--- src/hw/i2s_pkg.sv ---
`default_nettype none

package i2s_pkg;

    //////////////////////////////
    // i2s frame format
    //////////////////////////////
    localparam int SLOT_BITS = 32;                 // bit clocks per channel slot
    localparam int DATA_BITS = 24;                 // significant bits, msb first

    // word clock level per channel
    typedef enum logic {
        CHAN_LEFT  = 1'b0,                         // lrclk low
        CHAN_RIGHT = 1'b1                          // lrclk high
    } chan_e;

endpackage

`default_nettype wire

--- src/hw/audio_pkg.sv ---
`default_nettype none

package audio_pkg;

    //////////////////////////////
    // pcm datapath widths
    //////////////////////////////
    typedef logic signed [23:0] sample_t;          // one pcm sample
    typedef logic signed [15:0] coef_t;            // fir coefficient, q1.15
    typedef logic signed [47:0] acc_t;             // mac accumulator

    // output sample is acc[38:15], plain truncation
    localparam int OUT_LSB = 15;                   // lowest acc bit kept

endpackage

`default_nettype wire
--- src/hw/pcm_frame_if.sv ---
`timescale 1ns/10ps
`default_nettype none

// one stereo frame per take, avail stays up until consumed
interface pcm_frame_if
    import audio_pkg::*;
();
    sample_t l_sample;                             // left channel
    sample_t r_sample;                             // right channel
    logic    avail;                                // frame valid and stable
    logic    take;                                 // one-cycle consume strobe

    modport source (
        output l_sample,
        output r_sample,
        output avail,
        input  take
    );

    modport sink (
        input  l_sample,
        input  r_sample,
        input  avail,
        output take
    );

endinterface

`default_nettype wire

--- src/hw/audio_processor.sv ---
`timescale 1ns/10ps
`default_nettype none

module audio_processor
    import audio_pkg::*;
#(
    parameter int NUM_TAPS   = 16,
    parameter int FIFO_DEPTH = 4,
    parameter int BCLK_DIV   = 2
) (
    input  wire                        clk,
    input  wire                        rst_n,
    input  wire                        bypass,
    input  wire                        i2s_bclk,
    input  wire                        i2s_lrclk,
    input  wire                        i2s_d,
    input  wire                        coef_we,
    input  wire [$clog2(NUM_TAPS)-1:0] coef_addr,
    input  wire coef_t                 coef_wdata,
    output logic                       dac_rst,
    output logic                       dac_bclk,
    output logic                       dac_lrclk,
    output logic                       dac_data,
    output logic                       overflow
);

    logic    push;                                 // rx frame strobe
    sample_t l_in;
    sample_t r_in;

    pcm_frame_if fifo_to_fir ();
    pcm_frame_if fir_to_tx ();

    assign dac_rst = ~rst_n;                       // dac reset is active high

    //////////////////////////////
    // audio chain
    //////////////////////////////
    i2s_receiver u_rx (
        .clk       (clk),
        .rst_n     (rst_n),
        .i2s_bclk  (i2s_bclk),
        .i2s_lrclk (i2s_lrclk),
        .i2s_d     (i2s_d),
        .push      (push),
        .l_in      (l_in),
        .r_in      (r_in)
    );

    frame_fifo #(.FIFO_DEPTH(FIFO_DEPTH)) u_fifo (
        .clk      (clk),
        .rst_n    (rst_n),
        .push     (push),
        .l_in     (l_in),
        .r_in     (r_in),
        .overflow (overflow),
        .rd       (fifo_to_fir.source)
    );

    fir_filter #(.NUM_TAPS(NUM_TAPS)) u_fir (
        .clk        (clk),
        .rst_n      (rst_n),
        .bypass     (bypass),
        .coef_we    (coef_we),
        .coef_addr  (coef_addr),
        .coef_wdata (coef_wdata),
        .src        (fifo_to_fir.sink),
        .dst        (fir_to_tx.source)
    );

    i2s_transmitter #(.BCLK_DIV(BCLK_DIV)) u_tx (
        .clk       (clk),
        .rst_n     (rst_n),
        .src       (fir_to_tx.sink),
        .dac_bclk  (dac_bclk),
        .dac_lrclk (dac_lrclk),
        .dac_data  (dac_data)
    );

endmodule

`default_nettype wire

--- src/hw/i2s_transmitter.sv ---
`timescale 1ns/10ps
`default_nettype none

module i2s_transmitter
    import audio_pkg::*;
    import i2s_pkg::*;
#(
    parameter int BCLK_DIV = 2                     // bclk half period in clk
) (
    input  wire       clk,
    input  wire       rst_n,
    pcm_frame_if.sink src,
    output logic      dac_bclk,
    output logic      dac_lrclk,
    output logic      dac_data
);

    localparam int FRAME_BITS = 2 * SLOT_BITS;     // 64 bclk per frame
    localparam int CW         = $clog2(FRAME_BITS);
    localparam int DW         = (BCLK_DIV > 1) ? $clog2(BCLK_DIV) : 1;
    localparam int PAD_BITS   = SLOT_BITS - DATA_BITS;

    logic [DW-1:0]         div_cnt;
    logic                  tick;                   // bclk toggles
    logic                  fall;                   // bclk about to fall
    logic [CW-1:0]         bit_cnt;                // current bit position
    logic [CW-1:0]         nxt_pos;
    chan_e                 slot;
    logic [FRAME_BITS-1:0] sr;                     // output shifter
    sample_t               l_nxt;                  // frame queued for next period
    sample_t               r_nxt;

    assign tick    = (div_cnt == DW'(BCLK_DIV - 1));
    assign fall    = tick & dac_bclk;
    assign nxt_pos = bit_cnt + 1'b1;               // wraps 63 to 0
    assign slot    = chan_e'(nxt_pos[CW-1]);

    // one bit before the left slot
    assign src.take = fall & (bit_cnt == CW'(FRAME_BITS - 2)) & src.avail;

    //////////////////////////////
    // clocks and output bit
    //////////////////////////////
    always_ff @(posedge clk) begin
        if (!rst_n) begin
            div_cnt   <= '0;
            dac_bclk  <= 1'b0;
            bit_cnt   <= '1;                       // first fall starts left slot
            dac_lrclk <= 1'b0;
            dac_data  <= 1'b0;
            l_nxt     <= '0;                       // first frame is silence
            r_nxt     <= '0;
        end else begin
            div_cnt <= tick ? '0 : div_cnt + 1'b1;
            if (tick) dac_bclk <= ~dac_bclk;
            if (fall) begin
                bit_cnt   <= nxt_pos;
                dac_lrclk <= (slot == CHAN_RIGHT);
                dac_data  <= (nxt_pos == '0) ? 1'b0 : sr[FRAME_BITS-1];
            end
            if (fall && bit_cnt == CW'(FRAME_BITS - 2)) begin
                l_nxt <= src.avail ? src.l_sample : '0;  // zeros on underrun
                r_nxt <= src.avail ? src.r_sample : '0;
            end
        end
    end

    // msb lands one bclk after lrclk edge
    always_ff @(posedge clk) begin
        if (fall) begin
            if (nxt_pos == '0) begin
                sr <= {l_nxt, {PAD_BITS{1'b0}}, r_nxt, {PAD_BITS{1'b0}}};
            end else begin
                sr <= {sr[FRAME_BITS-2:0], 1'b0};
            end
        end
    end

    a_lrclk_on_fall : assert property (@(posedge clk) disable iff (!rst_n)
        $changed(dac_lrclk) |-> $fell(dac_bclk));

endmodule

`default_nettype wire

--- src/hw/fir_filter.sv ---
`timescale 1ns/10ps
`default_nettype none

module fir_filter
    import audio_pkg::*;
#(
    parameter int NUM_TAPS = 16
) (
    input  wire                        clk,
    input  wire                        rst_n,
    input  wire                        bypass,
    input  wire                        coef_we,
    input  wire [$clog2(NUM_TAPS)-1:0] coef_addr,
    input  wire coef_t                 coef_wdata,
    pcm_frame_if.sink                  src,
    pcm_frame_if.source                dst
);

    localparam int AW = $clog2(NUM_TAPS);

    typedef enum logic [1:0] {ST_IDLE, ST_MAC_L, ST_MAC_R, ST_HOLD} state_e;

    state_e        state;
    coef_t         coef_mem [NUM_TAPS];
    sample_t       dly_l [NUM_TAPS];               // dly[k] is k frames back
    sample_t       dly_r [NUM_TAPS];
    logic [AW-1:0] tap;
    logic          a_vld, a_first, a_last, a_right; // operand fetch stage
    coef_t         a_coef;
    sample_t       a_smp;
    logic          b_vld, b_first, b_last, b_right; // multiply stage
    acc_t          b_prod;
    logic          c_last, c_right;                // accumulate stage
    acc_t          acc;
    sample_t       l_res;
    sample_t       r_res;
    logic          res_vld;
    logic          busy;

    assign src.take     = (state == ST_IDLE) & src.avail;
    assign dst.avail    = res_vld;
    assign dst.l_sample = l_res;
    assign dst.r_sample = r_res;
    assign busy = (state == ST_MAC_L) | (state == ST_MAC_R) | a_vld | b_vld | c_last;

    //////////////////////////////
    // coefficients and delay lines
    //////////////////////////////
    always_ff @(posedge clk) begin
        if (!rst_n) begin
            for (int i = 0; i < NUM_TAPS; i++) begin
                coef_mem[i] <= '0;
                dly_l[i]    <= '0;
                dly_r[i]    <= '0;
            end
        end else begin
            if (coef_we) coef_mem[coef_addr] <= coef_wdata;
            if (src.take) begin                    // advances in bypass too
                dly_l[0] <= src.l_sample;
                dly_r[0] <= src.r_sample;
                for (int i = 1; i < NUM_TAPS; i++) begin
                    dly_l[i] <= dly_l[i-1];
                    dly_r[i] <= dly_r[i-1];
                end
            end
        end
    end

    //////////////////////////////
    // fsm and pipeline valids
    //////////////////////////////
    always_ff @(posedge clk) begin
        if (!rst_n) begin
            state   <= ST_IDLE;
            tap     <= '0;
            a_vld   <= 1'b0;
            b_vld   <= 1'b0;
            c_last  <= 1'b0;
            res_vld <= 1'b0;
        end else begin
            a_vld  <= (state == ST_MAC_L) | (state == ST_MAC_R);
            b_vld  <= a_vld;
            c_last <= b_vld & b_last;
            case (state)
                ST_IDLE: begin
                    tap <= '0;
                    if (src.take) begin
                        state   <= bypass ? ST_HOLD : ST_MAC_L;
                        res_vld <= bypass;         // bypass result next cycle
                    end
                end
                ST_MAC_L, ST_MAC_R: begin
                    tap <= tap + 1'b1;
                    if (tap == AW'(NUM_TAPS - 1)) begin
                        state <= (state == ST_MAC_L) ? ST_MAC_R : ST_HOLD;
                    end
                end
                default: begin                     // hold until tx consumes
                    if (c_last && c_right) res_vld <= 1'b1;
                    if (dst.take) begin
                        res_vld <= 1'b0;
                        state   <= ST_IDLE;
                    end
                end
            endcase
        end
    end

    //////////////////////////////
    // mac datapath
    //////////////////////////////
    always_ff @(posedge clk) begin
        a_first <= (tap == '0);
        a_last  <= (tap == AW'(NUM_TAPS - 1));
        a_right <= (state == ST_MAC_R);
        a_coef  <= coef_mem[tap];
        a_smp   <= (state == ST_MAC_R) ? dly_r[tap] : dly_l[tap];
        b_first <= a_first;
        b_last  <= a_last;
        b_right <= a_right;
        b_prod  <= a_coef * a_smp;                 // signed, sign extended to 48
        c_right <= b_right;
        if (b_vld) acc <= b_first ? b_prod : acc + b_prod;
        if (state == ST_IDLE && src.take && bypass) begin
            l_res <= src.l_sample;                 // straight copy
            r_res <= src.r_sample;
        end else if (c_last) begin
            if (c_right) r_res <= acc[OUT_LSB +: $bits(sample_t)];
            else         l_res <= acc[OUT_LSB +: $bits(sample_t)];
        end
    end

    a_coef_idle : assert property (@(posedge clk) disable iff (!rst_n)
        coef_we |-> !busy);

endmodule

`default_nettype wire

--- src/hw/frame_fifo.sv ---
`timescale 1ns/10ps
`default_nettype none

module frame_fifo
    import audio_pkg::*;
#(
    parameter int FIFO_DEPTH = 4                   // power of two
) (
    input  wire         clk,
    input  wire         rst_n,
    input  wire         push,
    input  wire sample_t l_in,
    input  wire sample_t r_in,
    output logic        overflow,                  // sticky until reset
    pcm_frame_if.source rd
);

    localparam int AW = $clog2(FIFO_DEPTH);

    sample_t       l_mem [FIFO_DEPTH];
    sample_t       r_mem [FIFO_DEPTH];
    logic [AW-1:0] wr_ptr;
    logic [AW-1:0] rd_ptr;
    logic [AW:0]   count;                          // fill level
    logic          full;
    logic          wr_en;
    logic          rd_en;

    assign full  = (count == (AW+1)'(FIFO_DEPTH));
    assign rd_en = rd.take & rd.avail;
    assign wr_en = push & (~full | rd_en);         // full + take frees a slot

    // show-ahead head frame
    assign rd.avail    = (count != '0);
    assign rd.l_sample = l_mem[rd_ptr];
    assign rd.r_sample = r_mem[rd_ptr];

    always_ff @(posedge clk) begin
        if (wr_en) begin
            l_mem[wr_ptr] <= l_in;
            r_mem[wr_ptr] <= r_in;
        end
    end

    always_ff @(posedge clk) begin
        if (!rst_n) begin
            wr_ptr   <= '0;
            rd_ptr   <= '0;
            count    <= '0;
            overflow <= 1'b0;
        end else begin
            if (wr_en) wr_ptr <= wr_ptr + 1'b1;    // natural wrap
            if (rd_en) rd_ptr <= rd_ptr + 1'b1;
            case ({wr_en, rd_en})
                2'b10:   count <= count + 1'b1;
                2'b01:   count <= count - 1'b1;
                default: count <= count;
            endcase
            if (push && !wr_en) overflow <= 1'b1;  // frame dropped
        end
    end

    a_take_avail : assert property (@(posedge clk) disable iff (!rst_n)
        rd.take |-> rd.avail);

    a_count_max : assert property (@(posedge clk) disable iff (!rst_n)
        count <= FIFO_DEPTH);

endmodule

`default_nettype wire

--- src/hw/i2s_receiver.sv ---
`timescale 1ns/10ps
`default_nettype none

module i2s_receiver
    import audio_pkg::*;
    import i2s_pkg::*;
(
    input  wire     clk,
    input  wire     rst_n,
    input  wire     i2s_bclk,                      // async bit clock
    input  wire     i2s_lrclk,                     // async word clock
    input  wire     i2s_d,                         // async serial data
    output logic    push,                          // one pulse per stereo frame
    output sample_t l_in,
    output sample_t r_in
);

    logic [2:0]                   bclk_sync;       // 2 sync flops + edge history
    logic [1:0]                   lr_sync;
    logic [1:0]                   d_sync;
    logic                         bclk_rise;
    chan_e                        lr_now;          // word clock at this bit
    chan_e                        lr_prev;         // word clock at previous bit
    logic [$clog2(SLOT_BITS)-1:0] bit_cnt;         // data bits seen in slot
    sample_t                      shreg;           // deserializer
    sample_t                      l_hold;          // left slot parked until frame end

    //////////////////////////////
    // synchronizer
    //////////////////////////////
    always_ff @(posedge clk) begin
        if (!rst_n) begin
            bclk_sync <= '0;
            lr_sync   <= '0;
            d_sync    <= '0;
        end else begin
            bclk_sync <= {bclk_sync[1:0], i2s_bclk};
            lr_sync   <= {lr_sync[0], i2s_lrclk};
            d_sync    <= {d_sync[0], i2s_d};
        end
    end

    assign bclk_rise = bclk_sync[1] & ~bclk_sync[2];  // sample point
    assign lr_now    = chan_e'(lr_sync[1]);

    //////////////////////////////
    // slot tracking
    //////////////////////////////
    always_ff @(posedge clk) begin
        if (!rst_n) begin
            lr_prev <= CHAN_LEFT;
            bit_cnt <= '0;
            push    <= 1'b0;
        end else begin
            push <= 1'b0;
            if (bclk_rise) begin
                lr_prev <= lr_now;
                if (lr_now != lr_prev) begin       // new slot, msb on next bit
                    bit_cnt <= '0;
                    if (lr_prev == CHAN_RIGHT && bit_cnt == DATA_BITS) begin
                        push <= 1'b1;              // full right slot done
                    end
                end else if (bit_cnt < DATA_BITS) begin
                    bit_cnt <= bit_cnt + 1'b1;     // pad bits not counted
                end
            end
        end
    end

    // data path, no reset
    always_ff @(posedge clk) begin
        if (bclk_rise) begin
            if (lr_now != lr_prev) begin
                if (lr_prev == CHAN_LEFT) begin
                    l_hold <= shreg;
                end else begin
                    l_in <= l_hold;                // frame out with push
                    r_in <= shreg;
                end
            end else if (bit_cnt < DATA_BITS) begin
                shreg <= {shreg[DATA_BITS-2:0], d_sync[1]};  // msb first
            end
        end
    end

    a_push_single : assert property (@(posedge clk) disable iff (!rst_n)
        push |=> !push);

endmodule

`default_nettype wire

--- config.mk ---
export PLATFORM = sky130hd
export DESIGN_NAME = audio_processor
export DESIGN_NICKNAME = d
export VERILOG_FILES = /design/src/hw/i2s_pkg.sv /design/src/hw/audio_pkg.sv /design/src/hw/pcm_frame_if.sv /design/src/hw/audio_processor.sv /design/src/hw/i2s_transmitter.sv /design/src/hw/fir_filter.sv /design/src/hw/frame_fifo.sv /design/src/hw/i2s_receiver.sv
export SDC_FILE = /design/constraint.sdc
export NUM_CORES = 2
export LEC_CHECK = 0
export ABC_AREA = 1
export ABC_CLOCK_PERIOD_IN_PS = 20500
export BUFFER_PORTS_ARGS = -buffer_cell sky130_fd_sc_hd__buf_4
export CAP_MARGIN = 10
export CORE_ASPECT_RATIO = 1.5
export CORE_MARGIN = 1.5
export CORE_UTILIZATION = 23
export CTS_BUF_LIST = sky130_fd_sc_hd__clkbuf_4
export DETAILED_ROUTE_END_ITERATION = 7
export PLACE_DENSITY = 0.37
export SLEW_MARGIN = 20
export SYNTH_ARGS = -nofsm -noshare
export SYNTH_HDL_FRONTEND = slang
export SYNTH_SLANG_ARGS = --single-unit
--- constraint.sdc ---
create_clock -name clk -period 20.5 [get_ports clk]
set_input_delay 3.075 -clock clk [delete_from_list [all_inputs] [get_ports clk]]
set_output_delay 3.075 -clock clk [all_outputs]
set_load 0.005 [all_outputs]
-- Yosys cells after proc, flatten, opt, wreduce, memory -nomap -nowiden
Memory sizes are Yosys's and may differ from the RTL's. A register that Yosys moved wholly into a read port is not among the register bits.
Index checks and enable logic that the tools add are counted.
Widths: inputs -> output; s select.
- flip-flop bits (word level): 425
- RAM bits: 1216
- bits of input ports: 27
- memories kept: 5
- add/sub/neg operators: 9
- multiply operators: 1
- magnitude comparators: 1
- eq/ne operators: 12
- multiplexer cells: 79
- bitwise gates (word level): 49
- reduce and logical (&&, ||, !) cells: 30
- memories (memory ; words ; bits a word ; rd ports ; clocked after Yosys merged registers in ; wr ports ; RTL line ; text):
    u_fir.dly_l ; 16 ; 24 ; 16 ; 1 ; 16 ; fir_filter.sv:25 ; sample_t dly_l [NUM_TAPS];
    u_fir.dly_r ; 16 ; 24 ; 16 ; 1 ; 16 ; fir_filter.sv:26 ; sample_t dly_r [NUM_TAPS];
    u_fir.coef_mem ; 16 ; 16 ; 1 ; 1 ; 16 ; fir_filter.sv:24 ; coef_t coef_mem [NUM_TAPS];
    u_fifo.l_mem ; 4 ; 24 ; 1 ; 1 ; 1 ; frame_fifo.sv:20 ; sample_t l_mem [FIFO_DEPTH];
    u_fifo.r_mem ; 4 ; 24 ; 1 ; 1 ; 1 ; frame_fifo.sv:21 ; sample_t r_mem [FIFO_DEPTH];
- operators by type and width (cell ; number):
    $mux 24 ; 41
    $mux 64 ; 1
    $add 48x48->48 ; 1
    $mux 48 ; 1
    $mul 16x24->40 ; 1
    $or 1x1->1 ; 34
    $mux 4 ; 5
    $reduce_and 3->1 ; 6
    $mux 1 ; 16
    $mux 16 ; 1
    $mux 2 ; 8
    $reduce_or 16->1 ; 1
    $mux 5 ; 2
    $reduce_bool 2->1 ; 5
    $reduce_bool 3->1 ; 3
    $and 1x1->1 ; 8
    $pmux 4 s2 ; 1
    $not 1->1 ; 7
    $add 6x1->6 const B ; 1
    $eq 6x6->1 const B ; 1
    $logic_and 1x1->1 ; 6
    $logic_not 6->1 ; 1
    $pmux 3 s2 ; 1
    $reduce_and 2->1 ; 3
    other kinds (21) ; 26

-- Logic depth before layout (Yosys ltp)
- depth after elaboration: 7
- depth in mapped cells: 27
- gate-level depth less buffers: 26

-- By module
A second synthesis with hierarchy kept.
- cells, all modules: 9029
- area total of the unflattened synthesis: 85934.9 um2
- by module, submodules not included (module ; instances ; cells each ; area an instance (um2) ; sequential area each (um2)):
    fir_filter ; 1 ; 7810 ; 70187.3 ; 35363.9
    frame_fifo ; 1 ; 533 ; 7622.3 ; 5965.7
    i2s_transmitter ; 1 ; 509 ; 4614.4 ; 2842.7
    i2s_receiver ; 1 ; 176 ; 3507.1 ; 3163.0
    audio_processor ; 1 ; 1 ; 3.8 ; 0.0

-- Worst setup path after synthesis
OpenSTA, ideal clock, no wires.
- path kind: input -> register
- start: input rst_n
- end: memory u_fir.dly_l[0][0] (netlist bit) (enable)
- arrival time: 16.152 ns
- slack: -1.015 ns
- stages: 4
- cells stage by stage: buf_2 > clkbuf_1 > clkbuf_1 > nand2_1
- RTL lines (element ; RTL line ; text):
    start, declared ; audio_processor.sv:12 ; input wire rst_n,
    end, declared ; fir_filter.sv:25 ;

==> impl_metrics.yaml <==
worst_hold_path:
  holdCritStartpoint: "u_fir.a_first$_DFF_P_"
  worstHoldPathType: "flip-flop to flip-flop"
  depth_of_the_worst_hold_timing_path: 0
  holdPathEnd: "u_fir.b_first$_DFF_P_"
cells_and_area:
  final_layout_size_suffix_gt1_frac: 0.09215
  layout-area-overhead-vs-synth_pct: 12.32
  n_fill_cell: 39882
  num-nets-final: 9556
global_routing:
  grt_antenna_before_repair: 11
  global_route.overflow_total: 0
  grt_pass1_wl_um: 392000
  grt_start_max_net_pins: 187
  groute.usage.overall: 0.1372
  vias_in_the_first_global_route: 62399
critical_path:
  crit_start: "rst_n"
  crit_top_cell: "sky130_fd_sc_hd__buf_4"
  path_cells: "buf_8 -> nand2_4 -> buf_4 -> buf_4 -> buf_4 -> buf_4 -> nor2_1"
  cell_at_the_slowest_stage_of_the_critical_path: "sky130_fd_sc_hd__buf_4"
  worst_ep_arrival_time_ns: 7.66
  crit-reg2reg-launch: "u_fir.a_smp[11]$_DFF_P_"
  cp_slowest_stage_delay_ns: 0.96
  class_of_the_most_critical_setup_path: "input port to flip-flop"
  timing.critical_path.to_type: "flip-flop"
  reg2reg_depth: 20
  worst-path-max-fanout: 97
  timing.rr.end: "u_fir.b_prod[33]$_DFF_P_"
  timing.reg2reg.setup_slack_ns: 14.16
  required_time_at_the_worst_slack_endpoint_ns: 21.44
  setup.worst_path.start_class: "input port"
floorplan:
  fp.coreArea_um2: 371300
  dieArea_um2: 376700
  die_height_um: 751.0
  placementRows: 274
  ios: 32
  initial_core_util: 0.2310
  die-width_um: 501.6
yosys:
  ys_warn_count: 0
  synth.area.mux_share: 0
  post_synth_instance_area_um2: 85780
  synth_async_sr_flop_share: 0
  netlist-cell-type-count: 46
  dominant_combinational_cell_family_by_area_after_synthesis: "simple AND/OR/NAND/NOR gates"
  synth_adder_area_share: 0.1081
  simple_gate_share_of_the_synthesized_area: 0.1487
  synth-edff-count: 1455
  syn_avg_cell_area_um2: 9.581
  syn_inst_count: 8953
  synth_xor_area_frac: 0.004595
  synth-main-ff-cell: "sky130_fd_sc_hd__edfxtp_1"
  synth-compound-area-share: 0.09122
  synth_sequential_area_ratio: 0.5518
  synth_fp_nets: 9499
  postSynthRegisterBits: 1637
routing:
  routed_wire_length_per_instance_um: 18.27
  route.final.wire_length_um: 261400
  drc_violations_left: 0
  vias: 60580
  ant_nets: 0
  avgViaCountPerCell: 4.234
  drtIter0Drc: 3789
  firstDrtPassIters: 6
timing:
  worst_slew_pin_slew_ns: 1.151
  slew-limit-headroom: 0.2265
  report.final.setup_viol: 0
  maxSlewViolCount: 0
  period_needed_ns: 6.718
  post-route-period-util: 0.3277
  grt_setup_unrepaired: "no"
  skew_ns: 0.1802
  finalHoldViolCount: 0
  setup_tns_final_ns: 0
  fmax_mhz: 148.9
cts:
  clk_path_buf_depth: 4
  clock_tree_from_tritoncts: "yes"
  clockRootBuffer: "sky130_fd_sc_hd__clkbuf_4"
  maximum_level_of_the_cts_h_tree: 5
  cts_num_sinks: 1637
  holdBufCountCts: 0
  cts_made_buffers: 424
  worst_setup_hold_path_clk_slew_ns: 0.06
  clock_insertion_delay_worst_skew_ns: 1.36
  postCtsSetupBuffers: 0
  total_of_cells_resized_after_clock_tree_synthesis: 0
place:
  port-buffer-count: 31
  dp_hpwl_um: 167200
  place_congestion: 0.8476
job:
  cap_violations: 0
status:
  run_status: "finished clean"
-- state kept, by name (all words and copies together) (netlist names), 16 cells and up, named ones only --
name / flops
u_fir.dst.l_sample: 24
u_fir.a_coef: 16
u_fir.acc: 39
u_fir.coef_mem: 256
u_rx.l_in: 24
u_fir.a_smp: 24
u_tx.l_nxt: 24
u_rx.l_hold: 24
u_fir.dst.r_sample: 24
u_fifo.r_mem: 96
u_fir.dly_l: 384
u_rx.shreg: 24
u_tx.sr: 56
u_tx.r_nxt: 24
u_fifo.l_mem: 96
u_rx.r_in: 24
u_fir.b_prod: 39
u_fir.dly_r: 384
-- metal layers --
| metal | GRT usage | vias to the layer above | wire, um |
|---|---|---|---|
| met4 | 0.05279 | 8 | 9515 |
| met3 | 0.01880 | 464 | 9417 |
| met2 | 0.2574 | 1166 | 138500 |
| li1 | - | 29155 | - |
| met5 | 0 | - | 60 |
| met1 | 0.1552 | 29787 | 103900 |
-- kinds of logic after synthesis --
family | count (synthesis)
simple gates | 3260
buf+inv | 2087
flops | 1637
xor+xnor | 45
compound gates | 1405
fa+ha+maj | 519
-- synth_stat cells (2+ instances only) --
library cell	number	area, um2
sky130_fd_sc_hd__nand2_2	8	50.05
sky130_fd_sc_hd__xnor2_1	15	131.4
sky130_fd_sc_hd__buf_8	2	30.03
sky130_fd_sc_hd__o21a_1	12	90.09
sky130_fd_sc_hd__buf_6	12	135.1
sky130_fd_sc_hd__edfxtp_1	1455	43690
sky130_fd_sc_hd__a21oi_1	410	2052
sky130_fd_sc_hd__buf_2	90	450.4
sky130_fd_sc_hd__buf_4	27	202.7
sky130_fd_sc_hd__or2_2	17	106.4
sky130_fd_sc_hd__xor2_1	30	262.8
sky130_fd_sc_hd__buf_12	2	40.04
sky130_fd_sc_hd__clkbuf_1	341	1280
sky130_fd_sc_hd__inv_1	1590	5968
sky130_fd_sc_hd__a22oi_1	3	22.52
sky130_fd_sc_hd__ha_1	149	1864
sky130_fd_sc_hd__nand3b_1	14	105.1
sky130_fd_sc_hd__nor4_1	2	12.51
sky130_fd_sc_hd__nand3_1	243	1216
sky130_fd_sc_hd__fa_1	370	7407
sky130_fd_sc_hd__o22ai_1	76	475.5
sky130_fd_sc_hd__nor3_1	12	60.06
sky130_fd_sc_hd__a32o_1	54	540.5
sky130_fd_sc_hd__inv_2	3	11.26
sky130_fd_sc_hd__clkinv_1	3	11.26
sky130_fd_sc_hd__a21o_1	6	45.04
sky130_fd_sc_hd__dfxtp_1	182	3643
sky130_fd_sc_hd__buf_1	16	60.06
sky130_fd_sc_hd__a211oi_1	2	15.01
sky130_fd_sc_hd__nand4_1	22	137.6
sky130_fd_sc_hd__nor3b_1	2	15.01
sky130_fd_sc_hd__nor3_2	2	20.02
sky130_fd_sc_hd__o221ai_1	67	586.8
sky130_fd_sc_hd__o211ai_1	22	165.2
sky130_fd_sc_hd__o21ai_0	667	3338
sky130_fd_sc_hd__o21bai_1	13	97.59
sky130_fd_sc_hd__nor2_1	1268	4760
sky130_fd_sc_hd__nand2_1	1667	6257
sky130_fd_sc_hd__o21ai_1	52	260.3
sky130_fd_sc_hd__a31oi_1	19	118.9
-- how the worst max path moves through the flow --
stage / end / cells after the start
3_5_place_dp: u_fir.dly_r[5][1]$_SDFFCE_PN0P_ / 7
2_1_floorplan: u_fir.dly_l[0][0]$_SDFFCE_PN0P_ / 4
3_3_place_gp: u_fir.dly_l[9][18]$_SDFFCE_PN0P_ / 7
4_1_cts: dac_rst / 3
6_report: u_fir.dly_r[5][1]$_SDFFCE_PN0P_ / 7
5_1_grt: u_fir.dly_r[6][13]$_SDFFCE_PN0P_ / 7
-- worst max-delay path, delay by kind of cell --
kind / cells / cell delay (ns)
buffers and inverters: 5 / 3.44
AND/OR/NAND/NOR: 2 / 0.81
-- cell usage in the layout (no fill, tap or decap), drive strengths merged, types with 3 or more instances in the layout --
master / count
a21o: 6
buf: 121
clkbuf: 647
xor2: 30
o21a: 12
o21bai: 13
a31oi: 19
diode: 6
nand2: 1675
a22oi: 3
dfxtp: 182
a32o: 54
o221ai: 67
nand3: 243
o21ai: 719
nor2: 1268
a21oi: 410
xnor2: 15
nand3b: 14
or2: 18
bufinv: 5
nor3: 14
clkinv: 91
ha: 149
o211ai: 22
fa: 370
nand4: 22
edfxtp: 1455
o22ai: 76
inv: 1602
-- layout make-up --
cell class              instances  area [um2]  share of cell area
multi-input cells            5229       30340              0.3149
inverters                    1597        6027             0.06256
well taps                    4968        6216             0.06452
repair buffers                121       969.7             0.01006
clock inverters               102       560.5            0.005818
diodes                          6       15.01           0.0001558
flip-flops and latches       1637       47360              0.4916
clock buffers                 647        4857             0.05041
-- per-stage QoR --
| step | setup slack, ns | hold slack, ns | util | cell area, um2 | instances |
|---|---|---|---|---|---|
| floorplan | 6.898 | 0.3096 | - | 85780 | 8953 |
| global placement | 12.48 | 0.3118 | 0.2448 | 90910 | 13552 |
| detailed placement | 12.44 | 0.3168 | 0.2448 | 90910 | 13552 |
| CTS | 13.85 | 0.3295 | 0.2594 | 96320 | 14301 |
| global route | 13.53 | 0.3283 | 0.2595 | 96340 | 14306 |
| finish | 13.78 | 0.3244 | 0.2595 | 96340 | 14307 |
Power is left out: the tool's default activity adds up to more than one toggle a clock period on the data nets, which glitch-free logic cannot reach.
